==> src/logic/ctrl_params.svh <==
`ifndef CTRL_PARAMS_SVH
`define CTRL_PARAMS_SVH

// instruction word
`define CTRL_INST_W 32

// alu operation code
`define CTRL_ALU_W 4

`endif

==> src/logic/ctrl_pkg.sv <==
`include "ctrl_params.svh"

package ctrl_pkg;

  // op class from main decoder to alu decoder
  typedef enum logic [1:0] {
    ALUOP_ADD_ONLY   = 2'd0,
    ALUOP_BRANCH_CMP = 2'd1,
    ALUOP_FUNCT      = 2'd2,
    ALUOP_PASS_B     = 2'd3
  } alu_op_e;

  typedef enum logic [`CTRL_ALU_W-1:0] {
    ALU_ADD    = 4'd0,
    ALU_SUB    = 4'd1,
    ALU_SLL    = 4'd2,
    ALU_SLT    = 4'd3,
    ALU_SLTU   = 4'd4,
    ALU_XOR    = 4'd5,
    ALU_SRL    = 4'd6,
    ALU_SRA    = 4'd7,
    ALU_OR     = 4'd8,
    ALU_AND    = 4'd9,
    ALU_PASS_B = 4'd10
  } alu_ctrl_e;

  typedef enum logic [2:0] {IMM_I, IMM_S, IMM_B, IMM_U, IMM_J} imm_src_e;

  // writeback mux select
  typedef enum logic [1:0] {RES_ALU, RES_MEM, RES_PC4, RES_IMM_PLUS} result_src_e;

  // same encoding as funct3[1:0]
  typedef enum logic [1:0] {SIZE_BYTE, SIZE_HALF, SIZE_WORD} mem_size_e;

  typedef enum logic [1:0] {PC_PLUS4, PC_TARGET, PC_JALR, PC_TRAP} pc_src_e;

  // all zero is a nop
  typedef struct packed {
    alu_ctrl_e   alu_ctrl;
    logic        alu_src;
    logic        imm_plus_src;
    logic        ecall;
    logic [2:0]  funct3;
    logic        branch;
    logic        jalr;
    logic        mem_write;
    logic        mem_req;
    mem_size_e   mem_size;
    logic        load_signed;
    result_src_e result_src;
    logic        reg_write;
  } id_ex_ctrl_t;

  typedef struct packed {
    logic        mem_write;
    logic        mem_req;
    mem_size_e   mem_size;
    logic        load_signed;
    result_src_e result_src;
    logic        reg_write;
  } ex_mem_ctrl_t;

endpackage

==> src/logic/rv_isa_pkg.sv <==
package rv_isa_pkg;

  // major opcodes in inst[6:0]
  typedef enum logic [6:0] {
    OPC_LOAD   = 7'b0000011,
    OPC_STORE  = 7'b0100011,
    OPC_OP_IMM = 7'b0010011,
    OPC_OP     = 7'b0110011,
    OPC_LUI    = 7'b0110111,
    OPC_AUIPC  = 7'b0010111,
    OPC_BRANCH = 7'b1100011,
    OPC_JAL    = 7'b1101111,
    OPC_JALR   = 7'b1100111,
    OPC_SYSTEM = 7'b1110011
  } opcode_e;

  // branch conditions in funct3
  typedef enum logic [2:0] {
    F3_BEQ  = 3'b000,
    F3_BNE  = 3'b001,
    F3_BLT  = 3'b100,
    F3_BGE  = 3'b101,
    F3_BLTU = 3'b110,
    F3_BGEU = 3'b111
  } branch_f3_e;

  // funct3 of OP and OP_IMM
  localparam logic [2:0] F3_ADD_SUB = 3'b000;
  localparam logic [2:0] F3_SLL     = 3'b001;
  localparam logic [2:0] F3_SLT     = 3'b010;
  localparam logic [2:0] F3_SLTU    = 3'b011;
  localparam logic [2:0] F3_XOR     = 3'b100;
  // srl and sra told apart by funct7 bit 5
  localparam logic [2:0] F3_SR      = 3'b101;
  localparam logic [2:0] F3_OR      = 3'b110;
  localparam logic [2:0] F3_AND     = 3'b111;

endpackage

==> src/logic/alu_decoder.sv <==
module alu_decoder (
  input  ctrl_pkg::alu_op_e   i_alu_op,
  input  logic [2:0]          i_funct3,
  input  logic                i_opcode_b5,
  input  logic                i_funct7_b5,
  output ctrl_pkg::alu_ctrl_e o_alu_ctrl
);
  import rv_isa_pkg::*;
  import ctrl_pkg::*;

  // funct7 bit 5 is immediate on OP_IMM so sub needs OP
  logic is_sub;

  assign is_sub = i_opcode_b5 & i_funct7_b5;

  always_comb begin
    case (i_alu_op)
      ALUOP_ADD_ONLY:   o_alu_ctrl = ALU_ADD;
      ALUOP_BRANCH_CMP: o_alu_ctrl = ALU_SUB;
      ALUOP_PASS_B:     o_alu_ctrl = ALU_PASS_B;
      default: begin
        case (i_funct3)
          F3_ADD_SUB: o_alu_ctrl = is_sub ? ALU_SUB : ALU_ADD;
          F3_SLL:     o_alu_ctrl = ALU_SLL;
          F3_SLT:     o_alu_ctrl = ALU_SLT;
          F3_SLTU:    o_alu_ctrl = ALU_SLTU;
          F3_XOR:     o_alu_ctrl = ALU_XOR;
          // same bit picks arithmetic shift for srai too
          F3_SR:      o_alu_ctrl = i_funct7_b5 ? ALU_SRA : ALU_SRL;
          F3_OR:      o_alu_ctrl = ALU_OR;
          F3_AND:     o_alu_ctrl = ALU_AND;
          default:    o_alu_ctrl = ALU_ADD;
        endcase
      end
    endcase
  end

endmodule

==> src/logic/ex_ctrl_stage.sv <==
module ex_ctrl_stage (
  input  logic                  clk,
  input  logic                  i_rst_n,
  input  logic                  i_flush,
  // decode side
  input  ctrl_pkg::alu_ctrl_e   i_alu_ctrl,
  input  logic                  i_alu_src,
  input  logic                  i_imm_plus_src,
  input  logic                  i_ecall,
  input  logic [2:0]            i_funct3,
  input  logic                  i_branch,
  input  logic                  i_jalr,
  input  logic                  i_mem_req,
  input  logic                  i_mem_write,
  input  ctrl_pkg::mem_size_e   i_mem_size,
  input  logic                  i_load_signed,
  input  ctrl_pkg::result_src_e i_result_src,
  input  logic                  i_reg_write,
  // alu flags
  input  logic                  i_zero,
  input  logic                  i_neg,
  input  logic                  i_neg_u,
  output ctrl_pkg::alu_ctrl_e   o_alu_ctrl,
  output logic                  o_alu_src,
  output logic                  o_imm_plus_src,
  output ctrl_pkg::result_src_e o_result_src,
  output ctrl_pkg::pc_src_e     o_pc_src,
  output logic                  o_mem_req,
  output logic                  o_mem_write,
  output ctrl_pkg::mem_size_e   o_mem_size,
  output logic                  o_load_signed,
  output logic                  o_reg_write
);
  import rv_isa_pkg::*;
  import ctrl_pkg::*;

  id_ex_ctrl_t id_ex_d;
  id_ex_ctrl_t id_ex_q;
  logic        br_cond;

  assign id_ex_d = '{alu_ctrl: i_alu_ctrl, alu_src: i_alu_src,
                     imm_plus_src: i_imm_plus_src, ecall: i_ecall,
                     funct3: i_funct3, branch: i_branch, jalr: i_jalr,
                     mem_write: i_mem_write, mem_req: i_mem_req,
                     mem_size: i_mem_size, load_signed: i_load_signed,
                     result_src: i_result_src, reg_write: i_reg_write};

  // flush loads a bubble
  always_ff @(posedge clk) begin
    if (!i_rst_n || i_flush) begin
      id_ex_q <= '0;
    end else begin
      id_ex_q <= id_ex_d;
    end
  end

  // branch condition from the sub flags
  always_comb begin
    case (branch_f3_e'(id_ex_q.funct3))
      F3_BEQ:  br_cond = i_zero;
      F3_BNE:  br_cond = ~i_zero;
      F3_BLT:  br_cond = i_neg;
      F3_BGE:  br_cond = ~i_neg;
      F3_BLTU: br_cond = i_neg_u;
      F3_BGEU: br_cond = ~i_neg_u;
      default: br_cond = 1'b0;
    endcase
  end

  always_comb begin
    if (id_ex_q.ecall) begin
      o_pc_src = PC_TRAP;
    end else if (id_ex_q.jalr) begin
      o_pc_src = PC_JALR;
    end else if (id_ex_q.branch && br_cond) begin
      o_pc_src = PC_TARGET;
    end else begin
      o_pc_src = PC_PLUS4;
    end
  end

  assign o_alu_ctrl     = id_ex_q.alu_ctrl;
  assign o_alu_src      = id_ex_q.alu_src;
  assign o_imm_plus_src = id_ex_q.imm_plus_src;
  assign o_result_src   = id_ex_q.result_src;
  assign o_mem_req      = id_ex_q.mem_req;
  assign o_mem_write    = id_ex_q.mem_write;
  assign o_mem_size     = id_ex_q.mem_size;
  assign o_load_signed  = id_ex_q.load_signed;
  assign o_reg_write    = id_ex_q.reg_write;

  // decoder keeps system and branch apart, so trap never masks a branch
  a_ecall_not_branch: assert property (@(posedge clk) disable iff (!i_rst_n)
    !(id_ex_q.ecall && id_ex_q.branch))
    else $error("ex_ctrl_stage: ecall and branch both set in EX");

endmodule

==> src/logic/main_decoder.sv <==
module main_decoder (
  input  rv_isa_pkg::opcode_e   i_opcode,
  input  logic [2:0]            i_funct3,
  output ctrl_pkg::imm_src_e    o_imm_src,
  output ctrl_pkg::alu_op_e     o_alu_op,
  output logic                  o_alu_src,
  output logic                  o_imm_plus_src,
  output logic                  o_mem_req,
  output logic                  o_mem_write,
  output ctrl_pkg::mem_size_e   o_mem_size,
  output logic                  o_load_signed,
  output ctrl_pkg::result_src_e o_result_src,
  output logic                  o_reg_write,
  output logic                  o_branch,
  output logic                  o_jal,
  output logic                  o_jalr,
  output logic                  o_ecall
);
  import rv_isa_pkg::*;
  import ctrl_pkg::*;

  always_comb begin
    // nop unless the opcode says otherwise
    o_imm_src      = IMM_I;
    o_alu_op       = ALUOP_ADD_ONLY;
    o_alu_src      = 1'b0;
    o_imm_plus_src = 1'b0;
    o_mem_req      = 1'b0;
    o_mem_write    = 1'b0;
    o_mem_size     = SIZE_BYTE;
    o_load_signed  = 1'b0;
    o_result_src   = RES_ALU;
    o_reg_write    = 1'b0;
    o_branch       = 1'b0;
    o_jal          = 1'b0;
    o_jalr         = 1'b0;
    o_ecall        = 1'b0;
    case (i_opcode)
      OPC_LOAD: begin
        o_alu_src     = 1'b1;
        o_mem_req     = 1'b1;
        o_mem_size    = mem_size_e'(i_funct3[1:0]);
        o_load_signed = ~i_funct3[2];
        o_result_src  = RES_MEM;
        o_reg_write   = 1'b1;
      end
      OPC_STORE: begin
        o_imm_src   = IMM_S;
        o_alu_src   = 1'b1;
        o_mem_req   = 1'b1;
        o_mem_write = 1'b1;
        o_mem_size  = mem_size_e'(i_funct3[1:0]);
      end
      OPC_OP_IMM: begin
        o_alu_op    = ALUOP_FUNCT;
        o_alu_src   = 1'b1;
        o_reg_write = 1'b1;
      end
      OPC_OP: begin
        o_alu_op    = ALUOP_FUNCT;
        o_reg_write = 1'b1;
      end
      OPC_LUI: begin
        o_imm_src   = IMM_U;
        o_alu_op    = ALUOP_PASS_B;
        o_alu_src   = 1'b1;
        o_reg_write = 1'b1;
      end
      // pc + imm from the target adder
      OPC_AUIPC: begin
        o_imm_src    = IMM_U;
        o_result_src = RES_IMM_PLUS;
        o_reg_write  = 1'b1;
      end
      OPC_BRANCH: begin
        o_imm_src = IMM_B;
        o_alu_op  = ALUOP_BRANCH_CMP;
        o_branch  = 1'b1;
      end
      OPC_JAL: begin
        o_imm_src    = IMM_J;
        o_jal        = 1'b1;
        o_result_src = RES_PC4;
        o_reg_write  = 1'b1;
      end
      // target adder takes rs1 as base
      OPC_JALR: begin
        o_alu_src      = 1'b1;
        o_imm_plus_src = 1'b1;
        o_jalr         = 1'b1;
        o_result_src   = RES_PC4;
        o_reg_write    = 1'b1;
      end
      OPC_SYSTEM: begin
        o_ecall = (i_funct3 == 3'b000);
      end
      default: begin
      end
    endcase
  end

  // a store must also raise the request
  always_comb begin
    a_write_has_req: assert (!o_mem_write || o_mem_req)
      else $error("main_decoder: mem_write without mem_req");
  end

endmodule

==> src/logic/pipe_controller.sv <==
`include "ctrl_params.svh"

module pipe_controller (
  input  logic                     clk,
  input  logic                     i_rst_n,
  input  logic [`CTRL_INST_W-1:0]  i_inst_d,
  input  logic                     i_zero_e,
  input  logic                     i_neg_e,
  input  logic                     i_neg_u_e,
  input  logic                     i_flush_e,
  output ctrl_pkg::imm_src_e       o_imm_src_d,
  output logic                     o_jal_d,
  output ctrl_pkg::alu_ctrl_e      o_alu_ctrl_e,
  output logic                     o_alu_src_e,
  output logic                     o_imm_plus_src_e,
  output ctrl_pkg::pc_src_e        o_pc_src_e,
  output ctrl_pkg::result_src_e    o_result_src_e,
  output logic                     o_mem_req_m,
  output logic                     o_mem_write_m,
  output ctrl_pkg::mem_size_e      o_mem_size_m,
  output logic                     o_load_signed_m,
  output ctrl_pkg::result_src_e    o_result_src_m,
  output logic                     o_reg_write_m,
  output ctrl_pkg::result_src_e    o_result_src_w,
  output logic                     o_reg_write_w
);
  import rv_isa_pkg::*;
  import ctrl_pkg::*;

  // decode stage
  opcode_e      opcode_d;
  logic [2:0]   funct3_d;
  logic         funct7_b5_d;
  alu_op_e      alu_op_d;
  alu_ctrl_e    alu_ctrl_d;
  logic         alu_src_d;
  logic         imm_plus_src_d;
  logic         ecall_d;
  logic         branch_d;
  logic         jalr_d;
  logic         mem_req_d;
  logic         mem_write_d;
  mem_size_e    mem_sz_d;
  logic         load_signed_d;
  result_src_e  result_src_d;
  logic         reg_write_d;
  // memory and writeback fields of the execute stage
  logic         mem_req_e;
  logic         mem_write_e;
  mem_size_e    mem_sz_e;
  logic         load_signed_e;
  logic         reg_write_e;
  ex_mem_ctrl_t ex_mem_e;
  ex_mem_ctrl_t ex_mem_m;
  result_src_e  result_src_w;
  logic         reg_write_w;

  assign opcode_d    = opcode_e'(i_inst_d[6:0]);
  assign funct3_d    = i_inst_d[14:12];
  assign funct7_b5_d = i_inst_d[30];

  main_decoder u_main_decoder (
    .i_opcode      (opcode_d),
    .i_funct3      (funct3_d),
    .o_imm_src     (o_imm_src_d),
    .o_alu_op      (alu_op_d),
    .o_alu_src     (alu_src_d),
    .o_imm_plus_src(imm_plus_src_d),
    .o_mem_req     (mem_req_d),
    .o_mem_write   (mem_write_d),
    .o_mem_size    (mem_sz_d),
    .o_load_signed (load_signed_d),
    .o_result_src  (result_src_d),
    .o_reg_write   (reg_write_d),
    .o_branch      (branch_d),
    .o_jal         (o_jal_d),
    .o_jalr        (jalr_d),
    .o_ecall       (ecall_d)
  );

  alu_decoder u_alu_decoder (
    .i_alu_op   (alu_op_d),
    .i_funct3   (funct3_d),
    .i_opcode_b5(i_inst_d[5]),
    .i_funct7_b5(funct7_b5_d),
    .o_alu_ctrl (alu_ctrl_d)
  );

  // ID/EX register and next pc select
  ex_ctrl_stage u_ex_ctrl_stage (
    .clk           (clk),
    .i_rst_n       (i_rst_n),
    .i_flush       (i_flush_e),
    .i_alu_ctrl    (alu_ctrl_d),
    .i_alu_src     (alu_src_d),
    .i_imm_plus_src(imm_plus_src_d),
    .i_ecall       (ecall_d),
    .i_funct3      (funct3_d),
    .i_branch      (branch_d),
    .i_jalr        (jalr_d),
    .i_mem_req     (mem_req_d),
    .i_mem_write   (mem_write_d),
    .i_mem_size    (mem_sz_d),
    .i_load_signed (load_signed_d),
    .i_result_src  (result_src_d),
    .i_reg_write   (reg_write_d),
    .i_zero        (i_zero_e),
    .i_neg         (i_neg_e),
    .i_neg_u       (i_neg_u_e),
    .o_alu_ctrl    (o_alu_ctrl_e),
    .o_alu_src     (o_alu_src_e),
    .o_imm_plus_src(o_imm_plus_src_e),
    .o_result_src  (o_result_src_e),
    .o_pc_src      (o_pc_src_e),
    .o_mem_req     (mem_req_e),
    .o_mem_write   (mem_write_e),
    .o_mem_size    (mem_sz_e),
    .o_load_signed (load_signed_e),
    .o_reg_write   (reg_write_e)
  );

  assign ex_mem_e = '{mem_write: mem_write_e, mem_req: mem_req_e,
                      mem_size: mem_sz_e, load_signed: load_signed_e,
                      result_src: o_result_src_e, reg_write: reg_write_e};

  // EX/MEM
  always_ff @(posedge clk) begin
    if (!i_rst_n) begin
      ex_mem_m <= '0;
    end else begin
      ex_mem_m <= ex_mem_e;
    end
  end

  // MEM/WB keeps only what writeback needs
  always_ff @(posedge clk) begin
    if (!i_rst_n) begin
      result_src_w <= RES_ALU;
      reg_write_w  <= 1'b0;
    end else begin
      result_src_w <= ex_mem_m.result_src;
      reg_write_w  <= ex_mem_m.reg_write;
    end
  end

  assign o_mem_req_m     = ex_mem_m.mem_req;
  assign o_mem_write_m   = ex_mem_m.mem_write;
  assign o_mem_size_m    = ex_mem_m.mem_size;
  assign o_load_signed_m = ex_mem_m.load_signed;
  assign o_result_src_m  = ex_mem_m.result_src;
  assign o_reg_write_m   = ex_mem_m.reg_write;
  assign o_result_src_w  = result_src_w;
  assign o_reg_write_w   = reg_write_w;

  // write enable moves M to W unchanged
  a_reg_write_m_to_w: assert property (@(posedge clk) disable iff (!i_rst_n)
    $past(i_rst_n) |-> (o_reg_write_w == $past(o_reg_write_m)))
    else $error("pipe_controller: reg_write lost between M and W");

endmodule

==> config.mk <==
export PLATFORM = sky130hd
export DESIGN_NAME = pipe_controller
export DESIGN_NICKNAME = d
export VERILOG_FILES = /design/src/logic/ctrl_pkg.sv /design/src/logic/rv_isa_pkg.sv /design/src/logic/alu_decoder.sv /design/src/logic/ex_ctrl_stage.sv /design/src/logic/main_decoder.sv /design/src/logic/pipe_controller.sv
export VERILOG_INCLUDE_DIRS = /design/src /design/src/logic
export SDC_FILE = /design/constraint.sdc
export NUM_CORES = 1
export LEC_CHECK = 0
export BUFFER_PORTS_ARGS = -buffer_cell sky130_fd_sc_hd__buf_4
export CAP_MARGIN = 40
export CELL_PAD_IN_SITES_DETAIL_PLACEMENT = 2
export CELL_PAD_IN_SITES_GLOBAL_PLACEMENT = 2
export CORE_UTILIZATION = 28
export CTS_CLUSTER_SIZE = 28
export DETAILED_ROUTE_END_ITERATION = 8
export GPL_TIMING_DRIVEN = 0
export HOLD_SLACK_MARGIN = 0.03
export PLACE_DENSITY = 0.86
export SYNTH_ARGS = -nofsm -noshare
export SYNTH_HDL_FRONTEND = slang
export SYNTH_HIERARCHICAL = 1
export SYNTH_SLANG_ARGS = --single-unit
==> constraint.sdc <==
create_clock -name clk -period 3.25 [get_ports clk]
set_input_delay 0.325 -clock clk [delete_from_list [all_inputs] [get_ports clk]]
set_output_delay 0.325 -clock clk [all_outputs]
set_load 0.005 [all_outputs]
==> reports/metrics.yaml <==
route:
  first_pass_iters: 4
  wl_met3_um: 175
  met2WireLength_um: 1783
  top_layer_used: "met4"
  routedLengthMet1_um: 1529
  wl_um: 3572
  route.detailed.drc: 0
  vias_per_cell: 4.348
  via_count: 1148
  ant_nets: 0
  drtIter0Drc: 28
  wl_per_cell_um: 13.53
timing:
  slew_headroom_pct: 77.25
  period_share_pct: 55.72
  finalCriticalPeriod_ps: 1811
  worst_slew_pin_slew_ps: 341.2
  skew_ps: 6.439
  final-setup-viol-count: 0
  grt_setup_unrepaired: "false"
  hold_violations: 0
  fmax_ghz: 0.5522
  fin_ws_ps: 1439
  setup_tns_ps: 0
  slew_violations: 0
logic_synthesis:
  async_reset_ff_share_pct: 0
  synth_nets: 187
  synthTopCellsByArea: "dfxtp_1 44%, and2_1 15%, buf_4 5.8%"
  synth_ff_type: "dfxtp_1"
  syn-mean-instance-area_um2: 9.497
  synth_common_cells: "33 x and2_1, 31 x dfxtp_1, 11 x buf_4"
  synth.cell_area_mm2: 0.001415
  synth_edf_count: 0
  synthCells: 149
  synth.largest_area_cell: "dfxtp_1"
  synth-seq-cells: 31
  yosysUniqueCellTypes: 43
  synth_top_cell_area_share_pct: 43.85
  seq_area_frac_synth_pct: 43.85
  yosysWarnings: 6
  synth.most_common_cell: "and2_1"
cts:
  root_buffer: "clkbuf_8"
  cts_buffer_depth: 2
  htree_levels: 2
  cts_tree: "built"
  cts_sinks: 31
  post-cts-setup-buffers: 0
  clk_pin_slew_ps: 60
  cts_hold_buffers: 0
  cts_resized: 0
  cts_buffers: 5
  insertion_delay_ps: 280
setup_path:
  r2r_slack_ps: 2580
  cp_data_required_time_ps: 2920
  startpoint: "u_ex_ctrl_stage/id_ex_q[12]$_SDFF_PP0_"
  startpoint_type: "flop"
  arrival_ps: 1490
  endpoint: "o_pc_src_e[0]"
  crit_type: "flop to primary output"
  critPathMaxFanout: 3
  r2r_cells: 2
  r2r-start: "u_ex_ctrl_stage/o_mem_size[1]$_SDFF_PP0_"
  crit_path_end_kind: "primary output"
  r2r-end: "o_mem_size_m[1]$_SDFF_PN0_"
die:
  initial_core_util_pct: 29.57
  die_h_um: 73.09
  core_area_mm2: 0.004786
  std_cell_rows: 25
  ios: 63
  dieArea_mm2: 0.005342
  die_width_um: 73.09
placement:
  place.gp.congestion: 0.7434
  numPortBuffers: 40
  place_ws_ps: 1649
  placed_area_mm2: 0.001799
  dp_hpwl_um: 2680
final_layout:
  drive_above_1_share_pct: 36.55
  areaGrowthSynthToFinish_pct: 35.46
  layout.nets: 234
  antenna-diode-count: 0
  finalInstanceArea_mm2: 0.001917
  fin_util_pct: 40.05
global_route:
  antenna_found_initial: 0
  grt_usage_pct: 15.18
  grt_overflow: 0
  grt_pass1_vias: 1229
  grt_start_max_net_pins: 11
  grt_pass1_wl_um: 5975
power:
  p_total_uw: 841.2
  ir_worst_vdd_uv: 169.3
  leakage_uw: 0.0008702
  power_per_cell_area_mw_per_mm2: 438.8
status:
  status: "complete, no violations"
hold_path:
  hold_path.class: "input pin to flop"
flow_run:
  maxCapViolations: 0
==> registers in the layout (all words and copies together) (netlist names) <==
register	flops
u_ex_ctrl_stage/id_ex_q	6
u_ex_ctrl_stage/o_mem_size	2
u_ex_ctrl_stage/o_alu_src	1
o_load_signed_m	1
u_ex_ctrl_stage/o_mem_req	1
o_mem_req_m	1
o_reg_write_w	1
o_mem_write_m	1
o_reg_write_m	1
u_ex_ctrl_stage/o_imm_plus_src	1
o_result_src_w	2
u_ex_ctrl_stage/o_alu_ctrl	4
u_ex_ctrl_stage/o_reg_write	1
o_mem_size_m	2
u_ex_ctrl_stage/o_load_signed	1
u_ex_ctrl_stage/o_result_src	2
o_result_src_m	2
u_ex_ctrl_stage/o_mem_write	1
==> logic make-up (layout without fill, tap and decap cells) <==
logic type      count (synthesis)  in the layout  share of synthesized area (%)
mux                             3              3                          2.210
simple gates                   73             73                          34.48
compound gates                 19             19                          8.578
flops                          31             31                          43.86
xor+xnor                        2              2                          1.238
buf+inv                        21             69                          9.637
==> cells in the final DEF (no fill, tap or decap), types with 2 or more instances in the layout <==
| cell type | count |
|---|---|
| buf_4 | 51 |
| and2_1 | 33 |
| dfxtp_1 | 31 |
| nor2_1 | 9 |
| clkbuf_8 | 6 |
| a21oi_1 | 6 |
| inv_1 | 4 |
| o21ai_0 | 4 |
| nand2_1 | 4 |
| nand2b_1 | 4 |
| buf_6 | 2 |
| mux2i_1 | 2 |
| nor2b_1 | 2 |
| o221ai_1 | 2 |
| clkbuf_1 | 2 |
| nand3_1 | 2 |
| and4_2 | 2 |
| xor2_1 | 2 |
| and3_1 | 2 |
==> power breakdown <==
part           leakage, uW  total (uW)  internal, uW  switching [uW]
logic             0.000559        72.5          34.0            38.5
registers         0.000250         384           382            1.43
clock network    0.0000612         385           248             137
==> per-stage QoR <==
step	std cells	hold slack (ps)
global route	264	300.1
floorplan	149	411.9
global placement	256	419.2
finish	264	305.8
CTS	264	306.8
detailed placement	256	434.0
==> how the worst min path moves through the flow <==
stage                                                   from                    endpoint  slack [ps]  depth (start not counted)
floorplan           u_ex_ctrl_stage/o_load_signed$_SDFF_PP0_  o_load_signed_m$_SDFF_PN0_         410                          1
global placement      u_ex_ctrl_stage/o_mem_write$_SDFF_PP0_    o_mem_write_m$_SDFF_PN0_         420                          1
detailed placement    u_ex_ctrl_stage/o_mem_write$_SDFF_PP0_    o_mem_write_m$_SDFF_PN0_         430                          1
CTS                                                  i_rst_n  o_mem_size_m[0]$_SDFF_PN0_         310                          2
global route                                         i_rst_n  o_mem_size_m[0]$_SDFF_PN0_         300                          2
finish                                               i_rst_n  o_mem_size_m[0]$_SDFF_PN0_         310                          2
==> per-layer routing <==
layer  GRT usage, %  vias up
met3          3.177        7
met5              0        -
li1               -      578
met2          26.13       36
met4          7.843        0
met1          17.66      527
==> layout make-up <==
class | count | area [um2]
fillers | 543 | 2869
multi-input cells | 97 | 658.1
flip-flops and latches | 31 | 620.6
repair buffers | 40 | 300.3
plain buffers | 16 | 117.6
well taps | 67 | 83.83
clock buffers | 6 | 82.58
clock inverters | 2 | 35.03
inverters | 5 | 18.77
==> critical path, stage by stage, from the launching register on <==
cell	delay [ps]
dfxtp_1	400
mux2_2	350
o221ai_1	190
a21o_1	160
buf_4	110
Note: power is estimated with default switching activity, not from simulation.
